<file path="config.mk">
export PLATFORM = sky130hd
export DESIGN_NAME = id_stage
export DESIGN_NICKNAME = d
export VERILOG_FILES = /design/src/rtl/id_pkg.sv /design/src/rtl/id_decoder.sv /design/src/rtl/id_operand_fetch.sv /design/src/rtl/id_ex_pipe.sv /design/src/rtl/id_stage.sv
export VERILOG_INCLUDE_DIRS = /design/src /design/src/include
export SDC_FILE = /design/constraint.sdc
export NUM_CORES = 2
export LEC_CHECK = 0
export BUFFER_PORTS_ARGS = -buffer_cell sky130_fd_sc_hd__buf_4
export CORE_ASPECT_RATIO = 0.7
export CORE_UTILIZATION = 68
export DETAILED_ROUTE_END_ITERATION = 16
export GPL_TIMING_DRIVEN = 0
export PLACE_DENSITY_LB_ADDON = 0.2
export SETUP_SLACK_MARGIN = 0.5
export SKIP_CTS_REPAIR_TIMING = 1
export SLEW_MARGIN = 10
export SYNTH_ARGS = -nofsm -noshare
export SYNTH_HDL_FRONTEND = slang
export SYNTH_SLANG_ARGS = --single-unit
</file>
<file path="constraint.sdc">
create_clock -name clk -period 2.8 [get_ports clk]
set_clock_uncertainty 0.05 [all_clocks]
set_input_delay 0.42 -clock clk [delete_from_list [all_inputs] [get_ports clk]]
set_output_delay 0.42 -clock clk [all_outputs]
set_load 0.05 [all_outputs]
</file>
<file path="src/include/id_cfg.svh">
`ifndef ID_CFG_SVH
`define ID_CFG_SVH

// Data path and PC width
`define ID_XLEN 32

// Register file geometry
`define ID_NUM_REGS 32
`define ID_REG_ADDR_W 5

// Low bits of the register fields in an uncompressed instruction
`define ID_RS1_LSB 15
`define ID_RS2_LSB 20
`define ID_RD_LSB 7

// Major opcode field, bits 6:0
`define ID_OPCODE_W 7

`endif

</file>
<file path="src/rtl/id_pkg.sv">
`default_nettype none

`include "id_cfg.svh"

package id_pkg;

  //////////////////////////////////////////////////
  // Major opcodes handled by the decode stage
  //////////////////////////////////////////////////
  typedef enum logic [`ID_OPCODE_W-1:0] {
    OPC_LOAD   = 7'b0000011,
    OPC_OP_IMM = 7'b0010011,
    OPC_AUIPC  = 7'b0010111,
    OPC_STORE  = 7'b0100011,
    OPC_OP     = 7'b0110011,
    OPC_LUI    = 7'b0110111,
    OPC_JAL    = 7'b1101111
  } opcode_e;

  // ALU operations seen by EX
  typedef enum logic [3:0] {
    ALU_ADD  = 4'd0,
    ALU_SUB  = 4'd1,
    ALU_XOR  = 4'd2,
    ALU_OR   = 4'd3,
    ALU_AND  = 4'd4,
    ALU_SLL  = 4'd5,
    ALU_SRL  = 4'd6,
    ALU_SRA  = 4'd7,
    ALU_SLT  = 4'd8,
    ALU_SLTU = 4'd9
  } alu_op_e;

  // Operand A source, zero only for LUI
  typedef enum logic [1:0] {
    OP_A_REG  = 2'd0,
    OP_A_PC   = 2'd1,
    OP_A_ZERO = 2'd2
  } op_a_sel_e;

  // Operand B source, PC increment is the link value of JAL
  typedef enum logic [1:0] {
    OP_B_REG    = 2'd0,
    OP_B_IMM    = 2'd1,
    OP_B_PCINCR = 2'd2
  } op_b_sel_e;

  // Immediate formats
  typedef enum logic [1:0] {
    IMM_I = 2'd0,
    IMM_S = 2'd1,
    IMM_U = 2'd2,
    IMM_J = 2'd3
  } imm_sel_e;

endpackage

`default_nettype wire

</file>
<file path="src/rtl/id_decoder.sv">
`default_nettype none

`include "id_cfg.svh"

module id_decoder
(
  input  logic [`ID_XLEN-1:0] instr_i,

  output id_pkg::alu_op_e     alu_op_o,
  output id_pkg::op_a_sel_e   op_a_sel_o,
  output id_pkg::op_b_sel_e   op_b_sel_o,
  output logic [`ID_XLEN-1:0] imm_o,
  output logic                rd_we_o,
  output logic                illegal_o
);

  id_pkg::opcode_e   opcode;
  logic [2:0]        funct3;
  logic [6:0]        funct7;
  id_pkg::imm_sel_e  imm_sel;

  logic [`ID_XLEN-1:0] imm_i_type;
  logic [`ID_XLEN-1:0] imm_s_type;
  logic [`ID_XLEN-1:0] imm_u_type;
  logic [`ID_XLEN-1:0] imm_j_type;

  // Shared funct3 map of OP and OP-IMM
  // alt selects sub / sra
  function automatic id_pkg::alu_op_e alu_from_funct3(input logic [2:0] f3, input logic alt);
    id_pkg::alu_op_e op;
    case (f3)
      3'b000:  op = alt ? id_pkg::ALU_SUB : id_pkg::ALU_ADD;
      3'b001:  op = id_pkg::ALU_SLL;
      3'b010:  op = id_pkg::ALU_SLT;
      3'b011:  op = id_pkg::ALU_SLTU;
      3'b100:  op = id_pkg::ALU_XOR;
      3'b101:  op = alt ? id_pkg::ALU_SRA : id_pkg::ALU_SRL;
      3'b110:  op = id_pkg::ALU_OR;
      default: op = id_pkg::ALU_AND;
    endcase
    return op;
  endfunction

  assign opcode = id_pkg::opcode_e'(instr_i[`ID_OPCODE_W-1:0]);
  assign funct3 = instr_i[14:12];
  assign funct7 = instr_i[31:25];

  //////////////////////////////////////////////////
  // Immediate extraction
  //////////////////////////////////////////////////

  // Sign bit is always instr[31]
  assign imm_i_type = {{(`ID_XLEN-12){instr_i[31]}}, instr_i[31:20]};
  assign imm_s_type = {{(`ID_XLEN-12){instr_i[31]}}, instr_i[31:25], instr_i[11:7]};
  assign imm_u_type = {instr_i[31:12], 12'b0};
  assign imm_j_type = {{(`ID_XLEN-20){instr_i[31]}}, instr_i[19:12], instr_i[20],
                       instr_i[30:21], 1'b0};

  always_comb
  begin : imm_mux
    case (imm_sel)
      id_pkg::IMM_S: imm_o = imm_s_type;
      id_pkg::IMM_U: imm_o = imm_u_type;
      id_pkg::IMM_J: imm_o = imm_j_type;
      default:       imm_o = imm_i_type;
    endcase
  end

  //////////////////////////////////////////////////
  // Opcode decode
  //////////////////////////////////////////////////
  always_comb
  begin : decode
    // Defaults fit a plain register ALU op
    alu_op_o   = id_pkg::ALU_ADD;
    op_a_sel_o = id_pkg::OP_A_REG;
    op_b_sel_o = id_pkg::OP_B_REG;
    imm_sel    = id_pkg::IMM_I;
    rd_we_o    = 1'b1;
    illegal_o  = 1'b0;

    case (opcode)
      id_pkg::OPC_OP:
      begin
        alu_op_o = alu_from_funct3(funct3, funct7[5]);
        // Only sub and sra take the alternate funct7
        if (funct7 == 7'b0100000)
          illegal_o = (funct3 != 3'b000) && (funct3 != 3'b101);
        else
          illegal_o = (funct7 != 7'b0000000);
        rd_we_o = !illegal_o;
      end
      id_pkg::OPC_OP_IMM:
      begin
        op_b_sel_o = id_pkg::OP_B_IMM;
        alu_op_o   = alu_from_funct3(funct3, (funct3 == 3'b101) && funct7[5]);
        // Shift amounts carry funct7 in the immediate
        if (funct3 == 3'b001)
          illegal_o = (funct7 != 7'b0000000);
        else if (funct3 == 3'b101)
          illegal_o = (funct7 != 7'b0000000) && (funct7 != 7'b0100000);
        rd_we_o = !illegal_o;
      end
      id_pkg::OPC_LUI:
      begin
        op_a_sel_o = id_pkg::OP_A_ZERO;
        op_b_sel_o = id_pkg::OP_B_IMM;
        imm_sel    = id_pkg::IMM_U;
      end
      id_pkg::OPC_AUIPC:
      begin
        op_a_sel_o = id_pkg::OP_A_PC;
        op_b_sel_o = id_pkg::OP_B_IMM;
        imm_sel    = id_pkg::IMM_U;
      end
      id_pkg::OPC_LOAD:
      begin
        // Address = rs1 + I immediate; lb lh lw lbu lhu only
        op_b_sel_o = id_pkg::OP_B_IMM;
        illegal_o  = (funct3 == 3'b011) || (funct3 == 3'b110) || (funct3 == 3'b111);
        rd_we_o    = !illegal_o;
      end
      id_pkg::OPC_STORE:
      begin
        op_b_sel_o = id_pkg::OP_B_IMM;
        imm_sel    = id_pkg::IMM_S;
        rd_we_o    = 1'b0;
        illegal_o  = (funct3[2] == 1'b1) || (funct3 == 3'b011);
      end
      id_pkg::OPC_JAL:
      begin
        // Link value pc + 4, target is handled elsewhere
        op_a_sel_o = id_pkg::OP_A_PC;
        op_b_sel_o = id_pkg::OP_B_PCINCR;
        imm_sel    = id_pkg::IMM_J;
      end
      default:
      begin
        illegal_o = 1'b1;
        rd_we_o   = 1'b0;
      end
    endcase
  end

  // Checked after the decode settles in each time step
  illegal_no_write_a: assert final (!(illegal_o && rd_we_o))
    else $error("decoder flags illegal and requests an rd write");

endmodule

`default_nettype wire

</file>
<file path="src/rtl/id_operand_fetch.sv">
`default_nettype none

`include "id_cfg.svh"

module id_operand_fetch
(
  input  logic                      clk,
  input  logic                      rst_n,

  input  logic [`ID_XLEN-1:0]       instr_i,

  // Write-back port
  input  logic                      wb_we_i,
  input  logic [`ID_REG_ADDR_W-1:0] wb_waddr_i,
  input  logic [`ID_XLEN-1:0]       wb_wdata_i,

  // EX result port
  input  logic                      fw_we_i,
  input  logic [`ID_REG_ADDR_W-1:0] fw_waddr_i,
  input  logic [`ID_XLEN-1:0]       fw_wdata_i,

  output logic [`ID_XLEN-1:0]       rs1_data_o,
  output logic [`ID_XLEN-1:0]       rs2_data_o
);

  // x0 has no storage
  logic [`ID_XLEN-1:0] regs [1:`ID_NUM_REGS-1];

  logic [`ID_REG_ADDR_W-1:0] rs1_addr;
  logic [`ID_REG_ADDR_W-1:0] rs2_addr;

  // Forwarding priority EX, then WB, then storage
  function automatic logic [`ID_XLEN-1:0] fwd_operand(input logic [`ID_REG_ADDR_W-1:0] addr);
    logic [`ID_XLEN-1:0] data;
    if (addr == '0)
      data = '0;
    else if (fw_we_i && (fw_waddr_i == addr))
      data = fw_wdata_i;
    else if (wb_we_i && (wb_waddr_i == addr))
      data = wb_wdata_i;
    else
      data = regs[addr];
    return data;
  endfunction

  assign rs1_addr = instr_i[`ID_RS1_LSB +: `ID_REG_ADDR_W];
  assign rs2_addr = instr_i[`ID_RS2_LSB +: `ID_REG_ADDR_W];

  //////////////////////////////////////////////////
  // Register storage, two write ports
  //////////////////////////////////////////////////
  always_ff @(posedge clk, negedge rst_n)
  begin : reg_write
    if (!rst_n)
    begin
      for (int unsigned i = 1; i < `ID_NUM_REGS; i++)
        regs[i] <= '0;
    end
    else
    begin
      for (int unsigned i = 1; i < `ID_NUM_REGS; i++)
      begin
        // EX port wins on the same address
        if (fw_we_i && (fw_waddr_i == `ID_REG_ADDR_W'(i)))
          regs[i] <= fw_wdata_i;
        else if (wb_we_i && (wb_waddr_i == `ID_REG_ADDR_W'(i)))
          regs[i] <= wb_wdata_i;
      end
    end
  end

  // Read plus forwarding
  always_comb
  begin : operand_mux
    rs1_data_o = fwd_operand(rs1_addr);
    rs2_data_o = fwd_operand(rs2_addr);
  end

  // An EX port write always lands even on a WB collision
  fw_write_lands_a: assert property (@(posedge clk) disable iff (!rst_n)
    (fw_we_i && (fw_waddr_i != '0)) |=> (regs[$past(fw_waddr_i)] == $past(fw_wdata_i)))
    else $error("EX port write did not reach the register file");

endmodule

`default_nettype wire

</file>
<file path="src/rtl/id_ex_pipe.sv">
`default_nettype none

`include "id_cfg.svh"

module id_ex_pipe
(
  input  logic                      clk,
  input  logic                      rst_n,

  input  logic [`ID_XLEN-1:0]       instr_i,
  input  logic [`ID_XLEN-1:0]       pc_i,
  input  logic                      instr_valid_i,
  input  logic                      stall_ex_i,

  // From the decoder
  input  id_pkg::alu_op_e           alu_op_i,
  input  id_pkg::op_a_sel_e         op_a_sel_i,
  input  id_pkg::op_b_sel_e         op_b_sel_i,
  input  logic [`ID_XLEN-1:0]       imm_i,
  input  logic                      rd_we_i,
  input  logic                      illegal_i,

  // Forwarded source registers
  input  logic [`ID_XLEN-1:0]       rs1_data_i,
  input  logic [`ID_XLEN-1:0]       rs2_data_i,

  output logic                      ex_valid_o,
  output id_pkg::alu_op_e           ex_alu_op_o,
  output logic [`ID_XLEN-1:0]       ex_operand_a_o,
  output logic [`ID_XLEN-1:0]       ex_operand_b_o,
  output logic [`ID_XLEN-1:0]       ex_store_data_o,
  output logic [`ID_REG_ADDR_W-1:0] ex_rd_addr_o,
  output logic                      ex_regfile_we_o,
  output logic                      ex_illegal_o
);

  logic [`ID_XLEN-1:0] operand_a;
  logic [`ID_XLEN-1:0] operand_b;

  //////////////////////////////////////////////////
  // Operand selection
  //////////////////////////////////////////////////
  always_comb
  begin : operand_a_mux
    case (op_a_sel_i)
      id_pkg::OP_A_REG: operand_a = rs1_data_i;
      id_pkg::OP_A_PC:  operand_a = pc_i;
      default:          operand_a = '0;
    endcase
  end

  always_comb
  begin : operand_b_mux
    case (op_b_sel_i)
      id_pkg::OP_B_IMM:    operand_b = imm_i;
      // Link value, instructions are always 4 bytes here
      id_pkg::OP_B_PCINCR: operand_b = `ID_XLEN'(4);
      default:             operand_b = rs2_data_i;
    endcase
  end

  //////////////////////////////////////////////////
  // ID/EX register
  //////////////////////////////////////////////////
  always_ff @(posedge clk, negedge rst_n)
  begin : id_ex_regs
    if (!rst_n)
    begin
      ex_valid_o      <= 1'b0;
      ex_alu_op_o     <= id_pkg::ALU_ADD;
      ex_operand_a_o  <= '0;
      ex_operand_b_o  <= '0;
      ex_store_data_o <= '0;
      ex_rd_addr_o    <= '0;
      ex_regfile_we_o <= 1'b0;
      ex_illegal_o    <= 1'b0;
    end
    else if (!stall_ex_i)
    begin
      // Stall from EX holds every field
      ex_valid_o      <= instr_valid_i;
      ex_alu_op_o     <= alu_op_i;
      ex_operand_a_o  <= operand_a;
      ex_operand_b_o  <= operand_b;
      ex_store_data_o <= rs2_data_i;
      ex_rd_addr_o    <= instr_i[`ID_RD_LSB +: `ID_REG_ADDR_W];
      // Empty slot writes nothing and raises nothing
      ex_regfile_we_o <= rd_we_i && instr_valid_i;
      ex_illegal_o    <= illegal_i && instr_valid_i;
    end
  end

  // EX consumes valid every cycle, so it must be known
  ex_valid_known_a: assert property (@(posedge clk) disable iff (!rst_n)
    !$isunknown(ex_valid_o))
    else $error("ex_valid_o is unknown after reset");

endmodule

`default_nettype wire

</file>
<file path="src/rtl/id_stage.sv">
`default_nettype none

`include "id_cfg.svh"

module id_stage
(
  input  logic                      clk,
  input  logic                      rst_n,

  // From IF
  input  logic [`ID_XLEN-1:0]       instr_i,
  input  logic [`ID_XLEN-1:0]       pc_i,
  input  logic                      instr_valid_i,

  // Back-pressure from EX
  input  logic                      stall_ex_i,

  // Write-back port
  input  logic                      wb_we_i,
  input  logic [`ID_REG_ADDR_W-1:0] wb_waddr_i,
  input  logic [`ID_XLEN-1:0]       wb_wdata_i,

  // EX result port
  input  logic                      fw_we_i,
  input  logic [`ID_REG_ADDR_W-1:0] fw_waddr_i,
  input  logic [`ID_XLEN-1:0]       fw_wdata_i,

  // To EX
  output logic                      ex_valid_o,
  output id_pkg::alu_op_e           ex_alu_op_o,
  output logic [`ID_XLEN-1:0]       ex_operand_a_o,
  output logic [`ID_XLEN-1:0]       ex_operand_b_o,
  output logic [`ID_XLEN-1:0]       ex_store_data_o,
  output logic [`ID_REG_ADDR_W-1:0] ex_rd_addr_o,
  output logic                      ex_regfile_we_o,
  output logic                      ex_illegal_o
);

  // Decoder results
  id_pkg::alu_op_e     alu_op;
  id_pkg::op_a_sel_e   op_a_sel;
  id_pkg::op_b_sel_e   op_b_sel;
  logic [`ID_XLEN-1:0] imm;
  logic                rd_we;
  logic                illegal;

  // Forwarded operands
  logic [`ID_XLEN-1:0] rs1_data;
  logic [`ID_XLEN-1:0] rs2_data;

  //////////////////////////////////////////////////
  // Decode and operand fetch run side by side
  //////////////////////////////////////////////////
  id_decoder i_decoder (
    .instr_i    ( instr_i  ),
    .alu_op_o   ( alu_op   ),
    .op_a_sel_o ( op_a_sel ),
    .op_b_sel_o ( op_b_sel ),
    .imm_o      ( imm      ),
    .rd_we_o    ( rd_we    ),
    .illegal_o  ( illegal  )
  );

  id_operand_fetch i_operand_fetch (
    .clk        ( clk        ),
    .rst_n      ( rst_n      ),
    .instr_i    ( instr_i    ),
    .wb_we_i    ( wb_we_i    ),
    .wb_waddr_i ( wb_waddr_i ),
    .wb_wdata_i ( wb_wdata_i ),
    .fw_we_i    ( fw_we_i    ),
    .fw_waddr_i ( fw_waddr_i ),
    .fw_wdata_i ( fw_wdata_i ),
    .rs1_data_o ( rs1_data   ),
    .rs2_data_o ( rs2_data   )
  );

  // Pipeline register toward EX
  id_ex_pipe i_id_ex_pipe (
    .clk             ( clk             ),
    .rst_n           ( rst_n           ),
    .instr_i         ( instr_i         ),
    .pc_i            ( pc_i            ),
    .instr_valid_i   ( instr_valid_i   ),
    .stall_ex_i      ( stall_ex_i      ),
    .alu_op_i        ( alu_op          ),
    .op_a_sel_i      ( op_a_sel        ),
    .op_b_sel_i      ( op_b_sel        ),
    .imm_i           ( imm             ),
    .rd_we_i         ( rd_we           ),
    .illegal_i       ( illegal         ),
    .rs1_data_i      ( rs1_data        ),
    .rs2_data_i      ( rs2_data        ),
    .ex_valid_o      ( ex_valid_o      ),
    .ex_alu_op_o     ( ex_alu_op_o     ),
    .ex_operand_a_o  ( ex_operand_a_o  ),
    .ex_operand_b_o  ( ex_operand_b_o  ),
    .ex_store_data_o ( ex_store_data_o ),
    .ex_rd_addr_o    ( ex_rd_addr_o    ),
    .ex_regfile_we_o ( ex_regfile_we_o ),
    .ex_illegal_o    ( ex_illegal_o    )
  );

endmodule

`default_nettype wire

</file>
==> run summary, run 1 <==
Post-synth EDFFs -> 0
number of global-route vias before repair -> 73200
Yosys top cell area share -> 39.6%
starting density of the core -> 69.0%
asr flop ratio synth -> 100%
Top-Level Pins -> 252
H-tree levels -> 3
Seq cells post-synth -> 1100
Die Wd -> 384 um
Avg Synthesized Cell Area -> 10.1 sq um
pin count of the biggest net entering global routing -> 156
Synthesized Nets -> 7029
placed insts -> 8408
Area contributors post-synth -> dfrtp_1, mux2i_1, mux4_2
last stage reached -> global routing (5_1_grt)
first-pass GRT wire length -> 591 mm
Yosys warnings -> 0
total CTS buffers -> 108
clk root buf -> clkbuf_16
post-synth cell types -> 74
Yosys top cell by area -> dfrtp_1
Rows -> 97
Die H -> 269 um
Clock Tree Buf Depth -> 3
overall global routing resource usage -> 83.7%
port buffer count -> 170
dpl hpwl -> 300 mm
synthesized area -> 69500 sq um
Area after DPL -> 73000 sq um
run-stopping error -> [ERROR GRT-0116] Global routing finished with congestion. Check the congestion regions in the DRC Viewer.
Primary FF master, synth -> dfrtp_1
register area share after synthesis -> 39.6%
status -> aborted with a tool error
Post-Synthesis Cells -> 6883
CTS Sinks -> 1100
grt ovf -> 1
GPL Wtd Cong -> 1.31
==> kinds of logic after synthesis <==
kind of cell | synth area share [%]
AO/OA/AOI/OAI | 14.5
multiplexers | 30.9
AND/OR/NAND/NOR | 9.18
flip-flops | 39.6
buffers and inverters | 5.53
XOR/XNOR | 0.265
adder cells (fa/ha/maj) | 0.0360
==> layer usage <==
layer,global-route usage [%],GRT overflow
met1,88.3,0
met2,90.6,1
met3,79.0,0
met4,69.8,0
met5,62.7,0
==> synth_stat cells (12+ instances only) <==
cell and count:
buf_4 72, nand2_1 667, buf_2 173, buf_1 64
and3_1 13, a211oi_1 51, o211ai_1 15, mux4_2 373
o22ai_1 32, xnor2_1 16, dfrtp_1 1100, mux2i_1 1180
a221o_1 30, nor2b_1 47, nand2b_1 22, o2bb2ai_1 18
nor2_1 630, clkbuf_1 502, a2bb2oi_1 12, nor3_1 55
buf_6 18, nand3_1 34, a22oi_1 96, a21oi_1 626
a221oi_1 59, nand4_1 21, mux2_2 110, o221ai_1 42
o21ai_1 25, and2_1 28, a31oi_1 32, a22o_1 19
inv_1 16, o21ai_0 556
==> per-stage QoR <==
stage	TNS [ns]	hold WS, ns	setup WS [ns]	utilization (%)
2_1_floorplan	0	0.0744	0.436	-
3_3_place_gp	-	0.416	-12.29	72.1
3_5_place_dp	-369.91	0.366	-2.29	72.6
4_1_cts	-83.64	-0.412	-1.54	76.5
==> inputs of run 2 (changes only) <==
--- a/config.mk
+++ b/config.mk
@@ -7,12 +7,10 @@
 export NUM_CORES = 2
 export LEC_CHECK = 0
 export BUFFER_PORTS_ARGS = -buffer_cell sky130_fd_sc_hd__buf_4
-export CORE_ASPECT_RATIO = 0.7
-export CORE_UTILIZATION = 68
+export CORE_UTILIZATION = 40
 export DETAILED_ROUTE_END_ITERATION = 16
 export GPL_TIMING_DRIVEN = 0
-export PLACE_DENSITY_LB_ADDON = 0.2
-export SETUP_SLACK_MARGIN = 0.5
+export PLACE_DENSITY_LB_ADDON = 0.15
 export SKIP_CTS_REPAIR_TIMING = 1
 export SLEW_MARGIN = 10
 export SYNTH_ARGS = -nofsm -noshare
==> run 2 against run 1 <==
The flow now finishes, with violations (negative hold slack, max-capacitance violations, max-slew violations, negative setup slack). Synthesized cell count unchanged. Synthesized area unchanged.
==> run summary, run 2 <==
status -> complete, but fails checks
failing checks -> negative hold slack, max-capacitance violations, max-slew violations, negative setup slack
fin crit share -> 116%
max-cap violations -> 3
synthesized area -> 69500 sq um
Worst path slowest cell -> buf_1
RSZ-0062 raised after global routing -> true
Seq cells post-synth -> 1100
Die H -> 419 um
WL met2 -> 191 mm
max-slew violations -> 27
WP data arrival -> 3.92 ns
routed vias -> 71300
CP Class -> in -> reg
pin count of the biggest net entering global routing -> 149
filler instances -> 16600
Max Used Layer -> met5
worst slew pin tran -> 1.62 ns
Slew HR -> -7.98%
Yosys top cell by area -> dfrtp_1
overall global routing resource usage -> 56.4%
Avg Synthesized Cell Area -> 10.1 sq um
Layout area overhead -> 16.7%
Routed Antenna Nets -> 0
Clock Tree Buf Depth -> 3
portion of total power attributed to combinational logic -> 29.6%
dpl hpwl -> 365 mm
CP Cell Sequence -> buf_2 > clkbuf_2 > buf_1 > o221ai_1 > nand4_1 > nand2_1
Lkg Pwr -> 34.2 nW
CTS Sinks -> 1100
Synthesized Nets -> 7029
Clock power frac -> 31.0%
die area -> 175000 sq um
Primary FF master, synth -> dfrtp_1
Die Wd -> 419 um
Reg power frac -> 39.4%
worst hold slack -> -0.604 ns
Area contributors post-synth -> dfrtp_1, mux2i_1, mux4_2
Final setup viols -> 164
grt ovf -> 0
starting density of the core -> 40.4%
PD cells -> 763 nW/um^2
port buffer count -> 170
total CTS buffers -> 142
CP delay by family, top -> buffers and inverters
Post-Synthesis Cells -> 6883
Top-Level Pins -> 252
clk root buf -> clkbuf_16
Area after DPL -> 74500 sq um
Largest Register -> i_operand_fetch.regs
Vias/cell -> 7.30
M1 WL -> 177 mm
Switching Fraction -> 38.2%
Hold Path Class -> in -> async
Period minus WS final -> 3.24 ns
net load switching power -> 23.6 mW
Post-synth EDFFs -> 0
CP Data Required Time -> 3.48 ns
Crit. End Element -> flip-flop
H-tree levels -> 4
DR iter-0 viols -> 13300
Final Hold Fails -> 193
Internal -> 38.2 mW
f_max -> 309 MHz
first-pass detailed-route iteration total -> 7
fin nets -> 7434
Worst-Skew Late Latency -> 0.86 ns
drt wl/cell -> 51.5 um
number of global-route vias before repair -> 64700
first-pass GRT wire length -> 643 mm
Rows -> 152
Peak VDD IR -> 0.655 mV
WP buf/inv -> 3
metal3 WL -> 85.4 mm
max reg flops -> 992
startpoint type of the worst setup path -> input pin
most frequent cells after synthesis -> mux2i_1, dfrtp_1, nand2_1, nor2_1, a21oi_1
total core area -> 172000 sq um
final wirelength -> 503 mm
Finished Cell Area -> 81100 sq um
initial antenna violation count -> 80
most common cell in the netlist -> mux2i_1
commonest cells after routing, fill and taps aside -> mux2i_1, dfrtp_1, nand2_1
post-synth cell types -> 74
Remaining DRCs -> 0
commonest non-fill, non-tap cell in the layout -> mux2i_1
Yosys warnings -> 0
register area share after synthesis -> 39.6%
Yosys top cell area share -> 39.6%
share of post-route cells with drive strength above 1 -> 19.1%
dpl ws -> -3.19 ns
CTS tree -> yes
Clock Pin Slew Worst Setup and Hold Paths -> 0.06 ns
slowest stage delay, CP -> 1.23 ns
GPL Wtd Cong -> 1.08
asr flop ratio synth -> 100%
worst-path fanout max -> 10
final setup margin -> -0.439 ns
-- run 2: cell counts after synthesis --
No cell type changed its count.
-- run 2: final cells by class --
cell class	count	area (sq um)	area share (%)
repair buffers	267	2610	3.22
clock buffers	205	4100	5.06
diodes	58	145	0.179
multi-input cells	4928	38800	47.9
plain buffers	830	4400	5.42
flip-flops and latches	1100	27500	34.0
well taps	2310	2890	3.56
inverters	19	85.1	0.105
clock inverters	48	473	0.583
-- run 2: cell families (layout without fill, tap and decap cells) --
| logic type | after synthesis | count (layout) | share of synthesized area, % |
|---|---|---|---|
| other | 0 | 58 | 0 |
| muxes | 1663 | 1663 | 30.9 |
| buffers and inverters | 855 | 1369 | 5.53 |
| xor gates and xnor gates | 21 | 21 | 0.265 |
| and+or+nand+nor | 1546 | 1546 | 9.18 |
| DFF | 1100 | 1100 | 39.6 |
| AOI/OAI and AO/OA | 1696 | 1696 | 14.5 |
| adders and majority gates | 2 | 2 | 0.0360 |
-- run 2: worst paths after layout --
check | from | endpoint | slack (ns) | cells after the start
max | instr_i[19] | i_id_ex_pipe.ex_operand_a_o[21] | -0.44 | 6
min | rst_n | i_operand_fetch.regs[874] | -0.60 | 1
max reg2reg | i_operand_fetch.regs[188] | i_id_ex_pipe.ex_operand_a_o[28] | -0.01 | 7
min reg2reg | i_id_ex_pipe.ex_valid_o | i_id_ex_pipe.ex_valid_o | 0.43 | 1
max in group asynchronous | rst_n | i_operand_fetch.regs[731] | 0.83 | 4
min in group clk | pc_i[5] | i_id_ex_pipe.ex_operand_a_o[5] | -0.02 | 4
-- run 2: stage by stage --
stage | util [%] | power (mW) | TNS, ns | hold slack (ns) | instances
2_1_floorplan | - | 33.2 | 0 | 0.0744 | 6883
3_3_place_gp | 42.8 | 40.5 | - | 0.417 | 9363
3_5_place_dp | 43.3 | 40.9 | -629.23 | 0.339 | 9403
4_1_cts | 45.9 | 59.5 | -118.29 | -0.521 | 9656
5_1_grt | 47.0 | 62.7 | -0.0643 | -0.518 | 9711
6_report | 47.1 | 61.8 | -19.39 | -0.604 | 9765
-- run 2: metal layers --
layer / vias to the layer above / GRT usage, %
met4: 42 / 45.9
met3: 2015 / 33.4
li1: 26000 / -
met2: 7149 / 72.4
met5: - / 2.20
met1: 36000 / 66.4
-- run 2: power groups by stage --
stage,clock network [mW],logic (mW),registers (mW)
final,19.2,18.3,24.4
after global routing,19.4,18.7,24.5
after floorplan,0,9.82,23.4
after detailed placement,0,16.8,24.1
after global placement,0,16.4,24.1
after CTS,18.8,16.8,23.9
Note: power is estimated with default switching activity, not from simulation.
